===== src/design/status_map_pkg.sv =====
/* status bus address map: page and offset field widths, block page numbers
   and the register offsets shared by the MAC and PHY status blocks */
`default_nettype none

package status_map_pkg;

    // the upper address bits select a block page, the lower bits a register
    localparam int page_w   = 8;
    localparam int offset_w = 8;
    localparam int addr_w   = page_w + offset_w;

    // pages decoded by each status block
    localparam logic [page_w-1:0] mac_page = 'h00;
    localparam logic [page_w-1:0] phy_page = 'h01;

    // register offsets inside a page, with the same layout in both blocks
    localparam logic [offset_w-1:0] reg_revision = 'h00;
    localparam logic [offset_w-1:0] reg_scratch  = 'h01;

    // rx frame count in the MAC, live lane lock in the PHY
    localparam logic [offset_w-1:0] reg_count_a  = 'h02;

    // tx frame count in the MAC, sticky lock loss in the PHY
    localparam logic [offset_w-1:0] reg_count_b  = 'h03;

    // counter clear in the MAC, symbol error count in the PHY
    localparam logic [offset_w-1:0] reg_clear    = 'h04;

endpackage

`default_nettype wire


===== src/design/status_reg_pkg.sv =====
/* register contents: block revision codes, the unmapped read error word
   and the widths of the status counters */
`default_nettype none

package status_reg_pkg;

    // read-only revision codes returned at reg_revision
    localparam logic [31:0] mac_revision = 32'h100e_0102;
    localparam logic [31:0] phy_revision = 32'h100e_0201;

    // returned by the bridge when no block answers a read in time
    localparam logic [31:0] error_word = 32'hbad0_0bad;

    // MAC frame counters wrap at this width
    localparam int frame_count_w = 32;

    // PHY symbol error counter saturates at its maximum value
    localparam int symbol_error_w = 16;

endpackage

`default_nettype wire


===== src/design/mac_status_regs.sv =====
/* MAC status registers: revision, scratch and the rx and tx frame counters,
   decoded on the MAC page with a one cycle read response */
`timescale 1ns/1ps
`default_nettype none

module mac_status_regs
    import status_map_pkg::*, status_reg_pkg::*;
(
    input  wire                clk_status,
    input  wire                rst_n,
    input  wire [addr_w-1:0]   status_addr,
    input  wire                status_read,
    input  wire                status_write,
    input  wire [31:0]         status_writedata,
    input  wire                rx_frame,
    input  wire                tx_frame,
    output logic [31:0]        mac_readdata,
    output logic               mac_valid
);

    logic [page_w-1:0]        page;
    logic [offset_w-1:0]      offset;
    logic                     rd_sel;
    logic                     wr_sel;
    logic                     clear_cnt;
    logic [31:0]              scratch;
    logic [frame_count_w-1:0] rx_count;
    logic [frame_count_w-1:0] tx_count;
    logic [31:0]              rd_mux;

    // the host bus reaches both blocks unchanged, so each one checks its own page
    assign page   = status_addr[addr_w-1:offset_w];
    assign offset = status_addr[offset_w-1:0];
    assign rd_sel = status_read && (page == mac_page);
    assign wr_sel = status_write && (page == mac_page);

    // any write to the clear offset zeroes both counters, whatever the data
    assign clear_cnt = wr_sel && (offset == reg_clear);

    always_ff @(posedge clk_status) begin
        if (!rst_n) begin
            scratch <= '0;
        end else if (wr_sel && (offset == reg_scratch)) begin
            scratch <= status_writedata;
        end
    end

    // clear wins over a frame pulse seen in the same cycle
    always_ff @(posedge clk_status) begin
        if (!rst_n) begin
            rx_count <= '0;
            tx_count <= '0;
        end else if (clear_cnt) begin
            rx_count <= '0;
            tx_count <= '0;
        end else begin
            if (rx_frame) begin
                rx_count <= rx_count + 1'b1;
            end
            if (tx_frame) begin
                tx_count <= tx_count + 1'b1;
            end
        end
    end

    // unused offsets read as zero
    always_comb begin
        case (offset)
            reg_revision: rd_mux = mac_revision;
            reg_scratch:  rd_mux = scratch;
            reg_count_a:  rd_mux = 32'(rx_count);
            reg_count_b:  rd_mux = 32'(tx_count);
            default:      rd_mux = '0;
        endcase
    end

    // the response must stay zero while valid is low so the bridge can OR it
    always_ff @(posedge clk_status) begin
        if (!rst_n) begin
            mac_valid    <= 1'b0;
            mac_readdata <= '0;
        end else begin
            mac_valid    <= rd_sel;
            mac_readdata <= rd_sel ? rd_mux : '0;
        end
    end

endmodule

`default_nettype wire


===== src/design/phy_status_regs.sv =====
/* PHY status registers: revision, scratch, live and sticky lane lock and a
   saturating symbol error counter, with a two stage read response */
`timescale 1ns/1ps
`default_nettype none

module phy_status_regs
    import status_map_pkg::*, status_reg_pkg::*;
#(
    parameter int lanes = 4
) (
    input  wire                clk_status,
    input  wire                rst_n,
    input  wire [addr_w-1:0]   status_addr,
    input  wire                status_read,
    input  wire                status_write,
    input  wire [31:0]         status_writedata,
    input  wire [lanes-1:0]    lane_locked,
    input  wire                symbol_error,
    output logic [31:0]        phy_readdata,
    output logic               phy_valid
);

    logic [page_w-1:0]         page;
    logic [offset_w-1:0]       offset;
    logic                      rd_sel;
    logic                      wr_sel;
    logic [31:0]               scratch;
    logic [lanes-1:0]          locked_q;
    logic [lanes-1:0]          lock_fall;
    logic [lanes-1:0]          sticky_clr;
    logic [lanes-1:0]          lock_lost;
    logic [symbol_error_w-1:0] sym_count;
    logic [31:0]               rd_mux;
    logic [31:0]               stage1_data;
    logic                      stage1_valid;

    assign page   = status_addr[addr_w-1:offset_w];
    assign offset = status_addr[offset_w-1:0];
    assign rd_sel = status_read && (page == phy_page);
    assign wr_sel = status_write && (page == phy_page);

    always_ff @(posedge clk_status) begin
        if (!rst_n) begin
            scratch <= '0;
        end else if (wr_sel && (offset == reg_scratch)) begin
            scratch <= status_writedata;
        end
    end

    // a lane that was locked last cycle and is not now has lost lock
    assign lock_fall = locked_q & ~lane_locked;

    // write one to clear, one bit per lane
    assign sticky_clr = (wr_sel && (offset == reg_count_b)) ?
                        status_writedata[lanes-1:0] : '0;

    // a new fall in the clear cycle keeps its sticky bit set
    always_ff @(posedge clk_status) begin
        if (!rst_n) begin
            locked_q  <= '0;
            lock_lost <= '0;
        end else begin
            locked_q  <= lane_locked;
            lock_lost <= (lock_lost & ~sticky_clr) | lock_fall;
        end
    end

    // the counter holds at all ones and any write to its offset zeroes it
    always_ff @(posedge clk_status) begin
        if (!rst_n) begin
            sym_count <= '0;
        end else if (wr_sel && (offset == reg_clear)) begin
            sym_count <= '0;
        end else if (symbol_error && (sym_count != '1)) begin
            sym_count <= sym_count + 1'b1;
        end
    end

    always_comb begin
        case (offset)
            reg_revision: rd_mux = phy_revision;
            reg_scratch:  rd_mux = scratch;
            reg_count_a:  rd_mux = 32'(lane_locked);
            reg_count_b:  rd_mux = 32'(lock_lost);
            reg_clear:    rd_mux = 32'(sym_count);
            default:      rd_mux = '0;
        endcase
    end

    // two register stages, both zero while their valid is low
    always_ff @(posedge clk_status) begin
        if (!rst_n) begin
            stage1_valid <= 1'b0;
            stage1_data  <= '0;
            phy_valid    <= 1'b0;
            phy_readdata <= '0;
        end else begin
            stage1_valid <= rd_sel;
            stage1_data  <= rd_sel ? rd_mux : '0;
            phy_valid    <= stage1_valid;
            phy_readdata <= stage1_data;
        end
    end

endmodule

`default_nettype wire


===== src/design/status_bridge.sv =====
/* status response bridge: ORs the block answers into one registered host
   response, times out unmapped reads and synchronizes the PMA reset */
`timescale 1ns/1ps
`default_nettype none

module status_bridge
    import status_reg_pkg::*;
#(
    parameter int read_timeout = 8
) (
    input  wire         clk_status,
    input  wire         rst_n,
    input  wire         status_read,
    input  wire [31:0]  mac_readdata,
    input  wire         mac_valid,
    input  wire [31:0]  phy_readdata,
    input  wire         phy_valid,
    input  wire         pma_arst_st,
    output logic [31:0] status_readdata,
    output logic        status_readdata_valid,
    output logic        pma_arst_st_out
);

    // the counter has to hold the value read_timeout itself
    localparam int cnt_w = $clog2(read_timeout + 1);

    logic             any_valid;
    logic             pending;
    logic [cnt_w-1:0] wait_cnt;
    logic             timed_out;
    logic [1:0]       pma_sync;

    assign any_valid = mac_valid || phy_valid;

    // wait_cnt equals the number of cycles since the read strobe
    assign timed_out = pending && !any_valid && (wait_cnt == cnt_w'(read_timeout));

    // only one read is ever outstanding, so a single counter is enough
    always_ff @(posedge clk_status) begin
        if (!rst_n) begin
            pending  <= 1'b0;
            wait_cnt <= '0;
        end else if (status_read) begin
            pending  <= 1'b1;
            wait_cnt <= cnt_w'(1);
        end else if (any_valid || timed_out) begin
            pending  <= 1'b0;
            wait_cnt <= '0;
        end else if (pending) begin
            wait_cnt <= wait_cnt + 1'b1;
        end
    end

    // the blocks keep their data at zero when idle, so an OR merges them
    always_ff @(posedge clk_status) begin
        if (!rst_n) begin
            status_readdata_valid <= 1'b0;
            status_readdata       <= '0;
        end else begin
            status_readdata_valid <= any_valid || timed_out;
            if (any_valid) begin
                status_readdata <= mac_readdata | phy_readdata;
            end else if (timed_out) begin
                status_readdata <= error_word;
            end else begin
                status_readdata <= '0;
            end
        end
    end

    // two flop synchronizer, held in reset until rst_n is released
    always_ff @(posedge clk_status) begin
        if (!rst_n) begin
            pma_sync <= 2'b11;
        end else begin
            pma_sync <= {pma_sync[0], pma_arst_st};
        end
    end

    assign pma_arst_st_out = pma_sync[1];

endmodule

`default_nettype wire


===== src/design/status_subsystem.sv =====
/* status subsystem top level: fans the host status bus out to the MAC and
   PHY register blocks and returns their answers through the bridge */
`timescale 1ns/1ps
`default_nettype none

module status_subsystem
    import status_map_pkg::*;
#(
    parameter int lanes        = 4,
    parameter int read_timeout = 8
) (
    input  wire                clk_status,
    input  wire                rst_n,
    input  wire [addr_w-1:0]   status_addr,
    input  wire                status_read,
    input  wire                status_write,
    input  wire [31:0]         status_writedata,
    output logic [31:0]        status_readdata,
    output logic               status_readdata_valid,
    input  wire                rx_frame,
    input  wire                tx_frame,
    input  wire [lanes-1:0]    lane_locked,
    input  wire                symbol_error,
    input  wire                pma_arst_st,
    output logic               pma_arst_st_out
);

    // block answers, each zero while its valid is low
    logic [31:0] mac_readdata;
    logic        mac_valid;
    logic [31:0] phy_readdata;
    logic        phy_valid;

    // both blocks see the same bus and decode their own page
    mac_status_regs i_mac_status_regs (
        .clk_status       (clk_status),
        .rst_n            (rst_n),
        .status_addr      (status_addr),
        .status_read      (status_read),
        .status_write     (status_write),
        .status_writedata (status_writedata),
        .rx_frame         (rx_frame),
        .tx_frame         (tx_frame),
        .mac_readdata     (mac_readdata),
        .mac_valid        (mac_valid)
    );

    phy_status_regs #(
        .lanes (lanes)
    ) i_phy_status_regs (
        .clk_status       (clk_status),
        .rst_n            (rst_n),
        .status_addr      (status_addr),
        .status_read      (status_read),
        .status_write     (status_write),
        .status_writedata (status_writedata),
        .lane_locked      (lane_locked),
        .symbol_error     (symbol_error),
        .phy_readdata     (phy_readdata),
        .phy_valid        (phy_valid)
    );

    // the read strobe also starts the timeout for unmapped pages
    status_bridge #(
        .read_timeout (read_timeout)
    ) i_status_bridge (
        .clk_status            (clk_status),
        .rst_n                 (rst_n),
        .status_read           (status_read),
        .mac_readdata          (mac_readdata),
        .mac_valid             (mac_valid),
        .phy_readdata          (phy_readdata),
        .phy_valid             (phy_valid),
        .pma_arst_st           (pma_arst_st),
        .status_readdata       (status_readdata),
        .status_readdata_valid (status_readdata_valid),
        .pma_arst_st_out       (pma_arst_st_out)
    );

endmodule

`default_nettype wire


===== config.mk =====
export PLATFORM = sky130hd
export DESIGN_NAME = status_subsystem
export DESIGN_NICKNAME = d
export VERILOG_FILES = /design/src/design/status_map_pkg.sv /design/src/design/status_reg_pkg.sv /design/src/design/mac_status_regs.sv /design/src/design/phy_status_regs.sv /design/src/design/status_bridge.sv /design/src/design/status_subsystem.sv
export SDC_FILE = /design/constraint.sdc
export NUM_CORES = 1
export LEC_CHECK = 0
export BUFFER_PORTS_ARGS = -buffer_cell sky130_fd_sc_hd__buf_2
export CORE_MARGIN = 10
export CORE_UTILIZATION = 30
export CTS_CLUSTER_DIAMETER = 120
export CTS_CLUSTER_SIZE = 28
export DETAILED_ROUTE_END_ITERATION = 12
export PLACE_DENSITY = 0.48
export SLEW_MARGIN = 20
export SYNTH_ARGS = -nofsm -noshare
export SYNTH_HDL_FRONTEND = slang
export SYNTH_SLANG_ARGS = --single-unit

===== constraint.sdc =====
create_clock -name clk_status -period 2.05 [get_ports clk_status]
set_input_delay 0 -clock clk_status [delete_from_list [all_inputs] [get_ports clk_status]]
set_output_delay 0 -clock clk_status [all_outputs]
set_load 0.01 [all_outputs]

==> results.toml <==
[power]
comb_power_share_pct = 4.8
ir_drop_v = 0.000436
power_uw = 9350
clkPwrFrac_pct = 34.2
leakage_uw = 0.00482
power_density_nw_per_um2 = 673
internal-power_uw = 7230
p_seq_share_pct = 61.0
switching_share_pct = 22.6
p_switching_uw = 2120

[logic_synthesis]
synth_cell_types = 53
async_flop_share_pct = 0
synth_edf_count = 0
yosysSeqAreaShare_pct = 50.3
ys_ff_latch = 291
synth_top_cell_by_area = "dfxtp_1"
syn_nets = 1340
synth_top_area_share_pct = 50.3
avgSynthCellArea_um2 = 9.09
synth_most_common_cell = "dfxtp_1"
ys_top_cells_by_area = "dfxtp_1, nor2_1, a21boi_0, nand3_1, o21ai_0"
netlist_top_cells_count = "dfxtp_1, nor2_1, nand3_1"
netlist_area_um2 = 11600
ys_warn_count = 0
netlist_instances = 1275
synth_ff_type = "dfxtp_1"

[detailed_routing]
drtIter0Drc = 555
wl_per_cell_um = 17.5
ant_nets = 0
num_vias = 9561
first_pass_iters = 5
drc = 0
vias_per_cell = 4.96
drt-total-wl_um = 33700

[timing]
post-route-min-period_ns = 1.94
finalHoldViolCount = 0
final-setup-viol-count = 0
skew_ns = 0.0181
tightest_slew_ns = 0.654
rsz0062_at_grt = "no"
post-route-period-util_pct = 94.8
setup_tns_ns = 0
slew_violations = 0
holdWs_ns = 0.0395
slew_headroom_pct = 56.4
max_freq_mhz = 515

[worst_setup_path]
critical_path_arrival_ns = 2.38
path_class = "reg -> reg"
crit_fanout = 7
end_kind = "flop"
rr_endpoint = "i_mac_status_regs.tx_count[29]$_SDFFE_PP0P_"
reg2reg_slack_ns = 0.11
critPathLaunchType = "flop"
required_ns = 2.49
crit_start = "i_mac_status_regs.tx_count[9]$_SDFFE_PP0P_"
r2r-start = "i_mac_status_regs.tx_count[9]$_SDFFE_PP0P_"
crit_end = "i_mac_status_regs.tx_count[29]$_SDFFE_PP0P_"
r2r_cells = 5

[global_route]
grt_pass1_wl_um = 53800
grt_use_met2_pct = 23.7
grt_overflow = 0
grt_usage_pct = 14.0
grtUsageMet3_pct = 1.98
antenna_found_initial = 0
use_met1_pct = 18.5
first_global_vias = 9437
busiest_layer = "met2"
grt_max_degree = 115

[floorplan]
die_area_um2 = 46900
chipHeight_um = 217
core_area_um2 = 37900
start_util_pct = 30.6
die_width_um = 217
rows = 71
io_pins = 94

[clocking]
root_buffer = "clkbuf_16"
cts_sinks = 291
cts.clk_slew.worst_paths_ns = 0.11
numCtsBuffers = 14
clkLatencyLatePin_ns = 0.50
cts_tree = "yes"
ctsHtreeMaxLevel = 1
clockBufferDepth = 3

[finish]
final_nets = 1480
final_layout_size_suffix_gt1_share_pct = 16.7
final_core_util_pct = 36.6
syn2layout_area_growth_pct = 19.9
fillers = 3904
diodes = 0

[place]
portBuffers = 93
dpl.hpwl_um = 24300
place.gp.congestion = 0.817

[job]
drv_cap = 0

[outcome]
status = "finished clean"

[hold_path]
hp-class = "in -> reg"
[power groups by stage]
stage	Clock [µW]	Combinational [µW]	Sequential, µW
6_report	3200	450	5700
5_1_grt	3510	492	5700
3_3_place_gp	0	379	5830
4_1_cts	3320	451	5700
2_1_floorplan	0	196	5830
3_5_place_dp	0	381	5830
[per-layer routing]
layer | wire [µm] | up-vias
met4 | 605 | 0
met1 | 16200 | 4520
met5 | 0 | -
met3 | 1220 | 36
li1 | - | 4822
met2 | 15700 | 183
[how the worst min path moves through the flow]
stage	from	endpoint	slack, ns	cells past startpoint
finish	status_addr[1]	i_phy_status_regs.lock_lost[1]$_SDFF_PN0_	0.04	4
global route	status_addr[5]	i_phy_status_regs.stage1_data[2]$_SDFF_PN0_	0.07	6
CTS	status_addr[1]	i_phy_status_regs.lock_lost[1]$_SDFF_PN0_	0.02	4
detailed placement	pma_arst_st	i_status_bridge.pma_sync[0]$_SDFF_PN1_	0.20	2
global placement	pma_arst_st	i_status_bridge.pma_sync[0]$_SDFF_PN1_	0.19	2
floorplan	status_addr[8]	i_mac_status_regs.mac_valid$_SDFF_PN0_	0.07	1
[logic make-up (layout without fill, tap and decap cells)]
kind of cell               after synthesis  count (layout)  share of synthesized area (%)
buffers and inverters                  120             260                           4.13
and+or+nand+nor                        474             474                           21.7
AOI/OAI and AO/OA                      312             312                           17.1
adders and majority gates                5               5                          0.540
DFF                                    291             291                           50.3
xor gates and xnor gates                28              28                           2.12
muxes                                   45              45                           4.17
[final cells by class]
class / count / area, µm² / share of cell area [%]
Inverter: 26 / 97.6 / 0.702
Timing Repair Buffer: 218 / 1600 / 11.5
Clock inverter: 1 / 20.0 / 0.144
Clock buffer: 15 / 375 / 2.70
Tap cell: 511 / 639 / 4.60
Multi-Input combinational cell: 864 / 5330 / 38.4
Sequential cell: 291 / 5830 / 42.0
[stage by stage]
step	instances	setup slack, ns	area, µm²
after floorplan	1275	0.125	11600
after global placement	1862	0.0348	13000
after detailed placement	1862	0.0142	13000
after CTS	1925	-0.000375	13900
after global routing	1926	0.00361	13900
final	1926	0.107	13900
[state kept, by name, indices dropped and copies added, names as in the netlist, 2 cells and up]
name / count
i_phy_status_regs.lock_lost: 4
i_status_bridge.pma_sync: 2
i_phy_status_regs.stage1_data: 32
i_status_bridge.wait_cnt: 4
i_phy_status_regs.sym_count: 16
i_phy_status_regs.phy_readdata: 32
i_phy_status_regs.locked_q: 4
i_mac_status_regs.mac_readdata: 32
i_mac_status_regs.scratch: 32
i_phy_status_regs.scratch: 32
i_mac_status_regs.rx_count: 32
i_status_bridge.status_readdata: 32
i_mac_status_regs.tx_count: 32
[critical path, stage by stage (launching register included)]
cell and delay (ns):
dfxtp_2 0.37, nand4_1 0.10, buf_4 0.17, or4_1 0.60
or4_1 0.50, a21oi_1 0.14
[layout by cell type (no fill, tap or decap), types with 4 or more instances in the layout]
cell type and n:
nand3b_1 5, or4_4 5, nor3_1 10, a21oi_1 67, o311ai_0 4, inv_1 26, buf_4 73, o31ai_1 25
a22oi_1 40, nor2b_1 11, and3_1 9, mux2_2 26, nand4_1 31, mux2i_1 19, nand2b_1 4, buf_12 6
o21ai_0 86, o211ai_1 7, xor2_1 13, or4_1 26, a21boi_0 63, nor4_1 17, dfxtp_1 288, and4_1 10
nand2_1 37, dlygate4sd3_1 47, clkbuf_16 15, buf_2 92, ha_1 4, a211oi_2 4, nor2_1 131, or3_1 20
a211oi_1 4, and2_1 55, nand3_1 87, xnor2_1 15
[repair_timing]
item	CTS	global route
hold buffers	47	0
setup buffers	0	1
gates resized for setup	1	8
endpoints found under the hold margin	108	0
pin swaps	0	1
setup endpoints to repair	1	21
Power figures use the tool's default switching activity.
